==> config.mk <==
export PLATFORM = sky130hd
export DESIGN_NAME = exec_cluster
export DESIGN_NICKNAME = d
export VERILOG_FILES = /design/src/verilog/isa_pkg.sv /design/src/verilog/exec_pkg.sv /design/src/verilog/issue_router.sv /design/src/verilog/alu_unit.sv /design/src/verilog/shift_unit.sv /design/src/verilog/cdb_arbiter.sv /design/src/verilog/exec_cluster.sv
export VERILOG_INCLUDE_DIRS = /design/src /design/src/include
export SDC_FILE = /design/constraint.sdc
export NUM_CORES = 1
export LEC_CHECK = 0
export ABC_AREA = 1
export BUFFER_PORTS_ARGS = -buffer_cell sky130_fd_sc_hd__buf_4
export CAP_MARGIN = 20
export CORE_UTILIZATION = 30
export CTS_CLUSTER_SIZE = 24
export DETAILED_ROUTE_END_ITERATION = 8
export GPL_TIMING_DRIVEN = 0
export PLACE_DENSITY_LB_ADDON = 0.15
export SETUP_SLACK_MARGIN = 0.05
export SKIP_CTS_REPAIR_TIMING = 1
export SYNTH_ARGS = -nofsm -noshare
export SYNTH_HDL_FRONTEND = slang
export SYNTH_SLANG_ARGS = --single-unit
==> constraint.sdc <==
create_clock -name clk -period 3.6 [get_ports clk]
set_clock_uncertainty 0.15 [all_clocks]
set_input_delay 0.36 -clock clk [delete_from_list [all_inputs] [get_ports clk]]
set_output_delay 0.36 -clock clk [all_outputs]
set_load 0.02 [all_outputs]
==> src/include/exec_cfg.svh <==
//////////////////////////////////////////////////////////////////////
// execute cluster sizing, shared by the packages and every RTL block
// shift amount is taken from the low EXEC_SHAMT_W bits of src_b
//////////////////////////////////////////////////////////////////////

`ifndef EXEC_CFG_SVH
`define EXEC_CFG_SVH

// operand and result width
`define EXEC_XLEN 32

// reorder buffer entry index width
`define EXEC_ROB_W 4

// shift amount width, log2 of EXEC_XLEN
`define EXEC_SHAMT_W 5

`endif

==> src/verilog/isa_pkg.sv <==
//////////////////////////////////////////////////////////////////////
// integer opcodes seen by the execute cluster
// the class function is the only place that maps an opcode to a unit
//////////////////////////////////////////////////////////////////////

package isa_pkg;

  typedef enum logic [3:0] {
    op_add  = 4'd0,
    op_sub  = 4'd1,
    op_and  = 4'd2,
    op_or   = 4'd3,
    op_xor  = 4'd4,
    op_slt  = 4'd5,
    op_sltu = 4'd6,
    op_sll  = 4'd7,
    op_srl  = 4'd8,
    op_sra  = 4'd9
  } alu_op_t;

  typedef enum logic {
    fu_alu   = 1'b0,
    fu_shift = 1'b1
  } fu_class_t;

  // shifts go to the iterative unit, everything else is single cycle
  function automatic fu_class_t fu_class_of(alu_op_t op);
    case (op)
      op_sll, op_srl, op_sra: return fu_shift;
      default:                return fu_alu;
    endcase
  endfunction

endpackage

==> src/verilog/exec_pkg.sv <==
//////////////////////////////////////////////////////////////////////
// packet formats on the issue port, between the units and the CDB
// isa_pkg must be compiled first
//////////////////////////////////////////////////////////////////////

`include "exec_cfg.svh"

package exec_pkg;
  import isa_pkg::*;

  // one operation as it leaves the reservation station
  typedef struct packed {
    logic [`EXEC_ROB_W-1:0] rob_entry;
    alu_op_t                op;
    logic [`EXEC_XLEN-1:0]  src_a;
    logic [`EXEC_XLEN-1:0]  src_b;
  } issue_packet_t;

  // finished result held by a unit until the arbiter takes it
  typedef struct packed {
    logic [`EXEC_ROB_W-1:0] dest_rob_entry;
    logic [`EXEC_XLEN-1:0]  result;
  } fu_result_t;

  // broadcast beat, valid only in a cycle with a grant
  typedef struct packed {
    logic                   valid;
    logic [`EXEC_ROB_W-1:0] dest_rob_entry;
    logic [`EXEC_XLEN-1:0]  result;
  } cdb_packet_t;

endpackage

==> src/verilog/issue_router.sv <==
//////////////////////////////////////////////////////////////////////
// steers the issue valid to the unit that owns the opcode class
// issue_ready depends on the presented opcode, so the issuer holds
// the packet stable until the transfer
//////////////////////////////////////////////////////////////////////

`timescale 1ns/1ps

`include "exec_cfg.svh"

module issue_router
  import isa_pkg::*, exec_pkg::*;
(
  input  issue_packet_t issue,
  input  logic          issue_valid,
  output logic          issue_ready,

  output logic          alu_valid,
  input  logic          alu_ready,

  output logic          shift_valid,
  input  logic          shift_ready
);

  fu_class_t cls;

  assign cls = fu_class_of(issue.op);

  always_comb begin
    alu_valid   = 1'b0;
    shift_valid = 1'b0;
    case (cls)
      fu_shift: begin
        shift_valid = issue_valid;
        // a busy shifter only blocks shift opcodes
        issue_ready = shift_ready;
      end
      default: begin
        alu_valid   = issue_valid;
        issue_ready = alu_ready;
      end
    endcase
  end

endmodule

==> src/verilog/alu_unit.sv <==
//////////////////////////////////////////////////////////////////////
// single cycle integer ALU with one output holding register
// accepts a new operation in the cycle its held result is taken,
// so back to back issue runs at one per clock
//////////////////////////////////////////////////////////////////////

`timescale 1ns/1ps

`include "exec_cfg.svh"

module alu_unit
  import isa_pkg::*, exec_pkg::*;
(
  input  logic          clk,
  input  logic          reset,

  input  issue_packet_t in,
  input  logic          valid_in,
  output logic          ready,

  output logic          done,
  output fu_result_t    res,
  input  logic          yumi
);

  logic                  full;
  logic                  accept;
  logic [`EXEC_XLEN-1:0] result;

  assign ready  = !full || yumi;
  assign accept = valid_in && ready;
  assign done   = full;

  always_comb begin
    case (in.op)
      op_add:  result = in.src_a + in.src_b;
      op_sub:  result = in.src_a - in.src_b;
      op_and:  result = in.src_a & in.src_b;
      op_or:   result = in.src_a | in.src_b;
      op_xor:  result = in.src_a ^ in.src_b;
      op_slt:  result = `EXEC_XLEN'($signed(in.src_a) < $signed(in.src_b));
      op_sltu: result = `EXEC_XLEN'(in.src_a < in.src_b);
      // shift opcodes never reach this unit
      default: result = '0;
    endcase
  end

  always_ff @(posedge clk) begin
    if (reset) begin
      full <= 1'b0;
    end else if (accept) begin
      full <= 1'b1;
    end else if (yumi) begin
      full <= 1'b0;
    end
  end

  always_ff @(posedge clk) begin
    if (accept) begin
      res.dest_rob_entry <= in.rob_entry;
      res.result         <= result;
    end
  end

  // held result must not move while the CDB has not taken it
  assert property (@(posedge clk) disable iff (reset)
    (done && !yumi) |=> (done && $stable(res)));

endmodule

==> src/verilog/shift_unit.sv <==
//////////////////////////////////////////////////////////////////////
// iterative shifter, one bit per clock, one operation at a time
// shift by n takes one load edge and n shift edges, n = 0 skips
// the shift state; result is held until yumi
//////////////////////////////////////////////////////////////////////

`timescale 1ns/1ps

`include "exec_cfg.svh"

module shift_unit
  import isa_pkg::*, exec_pkg::*;
(
  input  logic          clk,
  input  logic          reset,

  input  issue_packet_t in,
  input  logic          valid_in,
  output logic          ready,

  output logic          done,
  output fu_result_t    res,
  input  logic          yumi
);

  typedef enum logic [1:0] {
    st_idle  = 2'b00,
    st_shift = 2'b10,
    st_done  = 2'b11
  } shift_state_t;

  shift_state_t               state;
  logic                       load;
  logic [`EXEC_SHAMT_W-1:0]   shamt_in;
  logic [`EXEC_SHAMT_W-1:0]   count;
  logic [`EXEC_XLEN-1:0]      value;
  alu_op_t                    op_q;
  logic [`EXEC_ROB_W-1:0]     rob_q;

  assign shamt_in = in.src_b[`EXEC_SHAMT_W-1:0];
  assign ready    = (state == st_idle);
  assign load     = ready && valid_in;
  assign done     = (state == st_done);

  assign res.dest_rob_entry = rob_q;
  assign res.result         = value;

  // datapath: operand, count and tag registers
  always_ff @(posedge clk) begin
    if (load) begin
      value <= in.src_a;
      count <= shamt_in;
      op_q  <= in.op;
      rob_q <= in.rob_entry;
    end else if (state == st_shift) begin
      case (op_q)
        op_sll:  value <= {value[`EXEC_XLEN-2:0], 1'b0};
        op_sra:  value <= {value[`EXEC_XLEN-1], value[`EXEC_XLEN-1:1]};
        default: value <= {1'b0, value[`EXEC_XLEN-1:1]};
      endcase
      count <= count - 1'b1;
    end
  end

  // control FSM
  always_ff @(posedge clk) begin
    if (reset) begin
      state <= st_idle;
    end else begin
      case (state)
        st_idle: begin
          if (valid_in) begin
            state <= (shamt_in == '0) ? st_done : st_shift;
          end
        end
        st_shift: begin
          // last shift happens on this edge
          if (count == `EXEC_SHAMT_W'(1)) begin
            state <= st_done;
          end
        end
        st_done: begin
          if (yumi) begin
            state <= st_idle;
          end
        end
        default: state <= st_idle;
      endcase
    end
  end

  // an offer that is refused must stay up, unchanged, until taken
  assert property (@(posedge clk) disable iff (reset)
    (valid_in && !ready) |=> (valid_in && $stable(in)));

  // count falls every shift cycle and never wraps, which bounds the
  // stay in st_shift to 31 cycles
  assert property (@(posedge clk) disable iff (reset)
    (state == st_shift) |=>
      (state != st_shift) || (count < $past(count) && count != '0));

endmodule

==> src/verilog/cdb_arbiter.sv <==
//////////////////////////////////////////////////////////////////////
// two way round robin grant onto the common data bus
// the CDB never stalls; yumi is combinational from the done inputs
//////////////////////////////////////////////////////////////////////

`timescale 1ns/1ps

`include "exec_cfg.svh"

module cdb_arbiter
  import isa_pkg::*, exec_pkg::*;
(
  input  logic        clk,
  input  logic        reset,

  input  logic        alu_done,
  input  fu_result_t  alu_res,
  output logic        alu_yumi,

  input  logic        shift_done,
  input  fu_result_t  shift_res,
  output logic        shift_yumi,

  output cdb_packet_t cdb
);

  // unit that wins when both ask
  fu_class_t prio;

  assign alu_yumi   = alu_done && (!shift_done || prio == fu_alu);
  assign shift_yumi = shift_done && (!alu_done || prio == fu_shift);

  // pointer moves past whoever was granted
  always_ff @(posedge clk) begin
    if (reset) begin
      prio <= fu_alu;
    end else if (alu_yumi) begin
      prio <= fu_shift;
    end else if (shift_yumi) begin
      prio <= fu_alu;
    end
  end

  always_comb begin
    cdb.valid = alu_yumi || shift_yumi;
    if (shift_yumi) begin
      cdb.dest_rob_entry = shift_res.dest_rob_entry;
      cdb.result         = shift_res.result;
    end else begin
      cdb.dest_rob_entry = alu_res.dest_rob_entry;
      cdb.result         = alu_res.result;
    end
  end

  assert property (@(posedge clk) disable iff (reset)
    !(alu_yumi && shift_yumi));

endmodule

==> src/verilog/exec_cluster.sv <==
//////////////////////////////////////////////////////////////////////
// integer execute cluster: issue router, ALU, shifter, CDB arbiter
// the issue packet fans out to both units; only valid is steered
//////////////////////////////////////////////////////////////////////

`timescale 1ns/1ps

`include "exec_cfg.svh"

module exec_cluster
  import exec_pkg::*;
(
  input  logic          clk,
  input  logic          reset,

  input  issue_packet_t issue,
  input  logic          issue_valid,
  output logic          issue_ready,

  output cdb_packet_t   cdb
);

  logic       alu_valid;
  logic       alu_ready;
  logic       alu_done;
  logic       alu_yumi;
  fu_result_t alu_res;

  logic       shift_valid;
  logic       shift_ready;
  logic       shift_done;
  logic       shift_yumi;
  fu_result_t shift_res;

  issue_router u_router (
    .issue       (issue),
    .issue_valid (issue_valid),
    .issue_ready (issue_ready),
    .alu_valid   (alu_valid),
    .alu_ready   (alu_ready),
    .shift_valid (shift_valid),
    .shift_ready (shift_ready)
  );

  alu_unit u_alu (
    .clk      (clk),
    .reset    (reset),
    .in       (issue),
    .valid_in (alu_valid),
    .ready    (alu_ready),
    .done     (alu_done),
    .res      (alu_res),
    .yumi     (alu_yumi)
  );

  shift_unit u_shift (
    .clk      (clk),
    .reset    (reset),
    .in       (issue),
    .valid_in (shift_valid),
    .ready    (shift_ready),
    .done     (shift_done),
    .res      (shift_res),
    .yumi     (shift_yumi)
  );

  cdb_arbiter u_arb (
    .clk        (clk),
    .reset      (reset),
    .alu_done   (alu_done),
    .alu_res    (alu_res),
    .alu_yumi   (alu_yumi),
    .shift_done (shift_done),
    .shift_res  (shift_res),
    .shift_yumi (shift_yumi),
    .cdb        (cdb)
  );

endmodule

# Word-level counts from Yosys, hierarchy flattened
# Cells that the tools add are included.
# totals
ff_bits,85
inputBits,75
# op_classes
n_addsub,3
n_lt_le_gt_ge,2
n_eq_ne,18
muxes,20
bitwise,4
reduce_logical,19
# op_table
op,n
32-bit case mux with 7 select lines,1
32-bit < comparator,2
32-bit two-way mux,2
32-bit case mux with 2 select lines,1
36-bit two-way mux,1
32-bit adder,1
32-bit AND,1
32-bit OR,1
32-bit subtractor,1
32-bit bitwise XOR,1
4-bit by 3-bit equality test with 1-bit output (second input constant),5
4-bit equality test (second input constant),3
5-bit two-way mux,2
1-bit two-way mux,9
4-bit by 2-bit equality test with 1-bit output (second input constant),2
2-bit two-way mux,3
2-bit case mux with 3 select lines,1
2-bit nonzero test,3
5-bit by 1-bit equality test with 1-bit output (second input constant),1
5-bit zero test,1
5-bit by 1-bit subtractor with 5-bit output (second input constant),1
2-bit equality test (second input constant),2
4-bit by 1-bit equality test with 1-bit output (second input constant),1
1-bit logical AND,4
other kinds (10),16

# Logic depth before layout (Yosys ltp)
# depth
ltp_word,7
depth_mapped,17

# Modules after synthesis
# Synthesis repeated with hierarchy kept, for this count alone.
# unflattened
hier_cells,1794
hier_area_um2,11016.8
# by_module_without_submodules
mod,n_inst,cells_per_inst,area_each_um2,seq_area_each_um2
alu_unit,1,1338,7546.0,1101.1
shift_unit,1,313,2562.5,1391.3
cdb_arbiter,1,129,844.6,20.0
issue_router,1,14,63.8,0.0

# Worst setup path after synthesis
# Ideal clock, no wire load.
# synth_path
path_type,in2reg
start,input port issue[64] (netlist bit)
end,register u_alu.res[0] (netlist bit) (enable)
t_arrival_ns,2.411
required_time_ns,3.021
slack_ns,0.610
stages,6
path_cell_list,buf_4 -> a31oi_1 -> nor2_2 -> inv_1 -> nand2_1 -> nor2_1
# synth_via
elab_chain_cells,5
elab_cells_between_ends,7
classes_between,eq/ne: 3; mux: 2; reduce/logical: 2
# synth_rtl
element,line_no,text
"start, declared",exec_cluster.sv:16,"input issue_packet_t issue,"
4-bit by 3-bit equality test with 1-bit output / 4-bit equality test (equally long branches),isa_pkg.sv:28,case (op)
3-bit OR reduction *,isa_pkg.sv:28,
1-bit two-way mux *,isa_pkg.sv:28,
1-bit two-way mux *,issue_router.sv:32,case (cls)
1-bit logical AND *,alu_unit.sv:31,assign accept = valid_in && ready;
net u_alu.accept,alu_unit.sv:27,logic accept;
"end, declared",alu_unit.sv:22,"output fu_result_t res,"
# The timed path passes the listed nets; every way through them passes the cells marked *.
# A chain may end at the register's enable or synchronous reset.

==> summary.md <==
| Metric | Value |
|---|---|
| Gate count after technology mapping | 1655 |
| FP Rows | 68 |
| Final Critical Period | 2.77 ns |
| Fin area | 12300 um2 |
| Drt wl/cell | 18.7 um |
| Antenna cell count | 0 |
| Synth Area per Inst | 6.34 um2 |
| Flops & latches, synth | 85 |
| IO Count | 113 |
| Leading area contributor after synthesis | edfxtp_1 |
| DP HPWL | 34700 um |
| Setup slack after layout | 0.830 ns |
| Max Slew Vio Count | 0 |
| Total overflow reported by the global router | 0 |
| Worst skew pair latency | 0.36 ns |
| Die W | 189 um |
| DRC errors left | 0 |
| Worst hold path type | input pin to register |
| Status | finished, final reports clean |
| Leak | 6.61 nW |
| First-pass GRT wire length | 63100 um |
| Num CTS Buffers | 9 |
| Via density per instance | 4.87 |
| WL final | 41800 um |
| Synth top area cells | edfxtp_1 (23%), nand2_1 (19%), ha_1 (14%), inv_1 (12%), nand3_1 (5.5%) |
| Synth-to-layout area growth | 16.9% |
| Routability congestion estimate | 0.915 |
| Critical Path AT | 2.26 ns |
| Top cell type's share of synthesized area | 23.2% |
| Worst-case clock buffer depth | 2 |
| Tot Pwr | 3.67 mW |
| Final nets | 1971 |
| Post-layout util | 35.6% |
| Synthesized net count | 1846 |
| Initial antenna violation count | 0 |
| Mapped Area | 10500 um2 |
| Die area | 35800 um2 |
| Clock root cell | clkbuf_16 |
| Netlist cell types | 44 |
| Total Routing Usage GR | 23.6% |
| Leading cell types in the layout, fill and taps excluded | nand2_1 (520), inv_1 (346), buf_4 (115), nand3_1 (115), ha_1 (114) |
| Slew @ Worst Pin | 0.848 ns |
| Crit. End Element | output port |
| Max transition margin | 43.5% |
| IO buf count | 112 |
| Worst-path clk slew | 0.07 ns |
| Die Ht | 189 um |
| Peak supply drop | 0.000172 V |
| H-tree depth | 3 |
| Initial core utilization | 30.5% |
| Commonest non-fill, non-tap cell in the layout | nand2_1 |
| Share of synthesized flip-flops with an asynchronous set or reset | 0% |
| RSZ-0062 raised after global routing | no |
| Maximum fanout along the worst path | 10 |
| TritonRoute pass-1 iters | 6 |
| Crit Path Class | register to output port |
| Layout cells sized above 1 | 12.1% |
| Post-DRT Antenna Nets | 0 |
| Vias in the first global route | 10.7k |
| Max Cap Violations | 0 |
| YS warnings | 0 |
| R2R Setup Slk | 1.32 ns |
| Pin count of the biggest net entering global routing | 25 |
| TritonCTS clock tree | done |
| Final setup vio count | 0 |
| Synth Flop Type | edfxtp_1 |
| Sequential share of the synthesized area | 23.9% |
| Crit path launch type | register |
| Total core area | 34500 um2 |
| CP required | 3.09 ns |
| CTS Sinks | 85 |
| PwrDens | 299 nW/um2 |
| Initial DRC Count | 887 |
| Pre-CTS setup slack | 0.634 ns |
| Final Hold Viols | 0 |
| Final period util | 76.9% |
| FMAX | 361 MHz |
| Dpl cell area | 12000 um2 |
| Total number of vias | 10.9k |
| Post-synth EDFFs | 81 |
Yosys cell counts, types with 2 or more instances:
library cell	instances
a21oi_1	66
a221oi_1	12
a31oi_1	3
buf_1	2
buf_2	31
buf_4	3
buf_6	5
clkbuf_1	9
dfxtp_1	4
edfxtp_1	81
fa_1	2
ha_1	114
inv_1	346
inv_2	4
mux2_2	8
nand2_1	521
nand3_1	115
nand3_2	2
nand3b_1	2
nand4_1	9
nor2_1	112
nor2_2	3
nor3_1	12
nor4_1	3
o211ai_1	12
o211ai_2	24
o21ai_0	76
o21ai_1	29
o21bai_1	5
o22ai_1	21
xnor2_1	2
xor2_1	5
cell families after synthesis:
logic type	synth area share, %
simple gates	30.4
buf+inv	15.2
compound gates	15.0
fa+ha+maj	14.0
flops	23.9
mux	0.858
xor+xnor	0.584
final timing paths:
check,start,endpoint,cells after the start
max reg2reg,u_shift.op_q[3],u_shift.value[30],7
min,reset,u_alu.done,2
max,u_shift.state[0],cdb[28],7
min reg2reg,u_arb.prio,u_arb.prio,2
where the power goes:
| group | leakage [nW] | internal, mW | switching (mW) |
|---|---|---|---|
| combinational | 5.66 | 0.461 | 0.947 |
| clock | 0.153 | 0.605 | 0.396 |
| sequential | 0.794 | 1.21 | 0.0452 |
| total | 6.61 | 2.28 | 1.39 |
routing by layer:
metal	track usage [%]	wire (um)	up-vias
met5	0	0	-
met4	4.71	500	0
met3	1.95	1910	28
met2	39.5	19200	313
met1	33.1	20200	5082
li1	-	-	5482
through the flow:
step / cells / hold slack, ns / setup TNS, ns
final: 2240 / 0.0347 / 0
after global routing: 2240 / 0.0319 / 0
after CTS: 2240 / 0.0265 / 0
after detailed placement: 2224 / 0.334 / 0
after global placement: 2222 / 0.322 / -24.40
after floorplan: 1655 / 0.279 / 0
cell type report:
| class | count | area (um2) |
|---|---|---|
| clock buffer | 11 | 233 |
| fill | 3853 | 22200 |
| timing repair buffer | 114 | 888 |
| sequential | 85 | 2510 |
| inverter | 350 | 1310 |
| tap | 455 | 569 |
| clock inverter | 5 | 75.1 |
| multi-input combinational | 1169 | 6400 |
| buffer | 51 | 280 |
critical path, stage by stage (launching register included):
cell and delay, ns:
dfxtp_1 0.34, nand2_1 0.13, inv_1 0.05, nand2_1 0.36, clkbuf_1 0.55, nand2_1 0.09, o21ai_0 0.17, buf_4 0.21
flip-flops by register name, indices dropped and copies added (netlist names):
signal / flops
u_shift.op_q: 4
u_alu.res: 36
u_shift.value: 32
u_shift.count: 5
u_shift.state: 2
u_alu.done: 1
u_arb.prio: 1
u_shift.rob_q: 4
(Power assumes the default switching activity.)
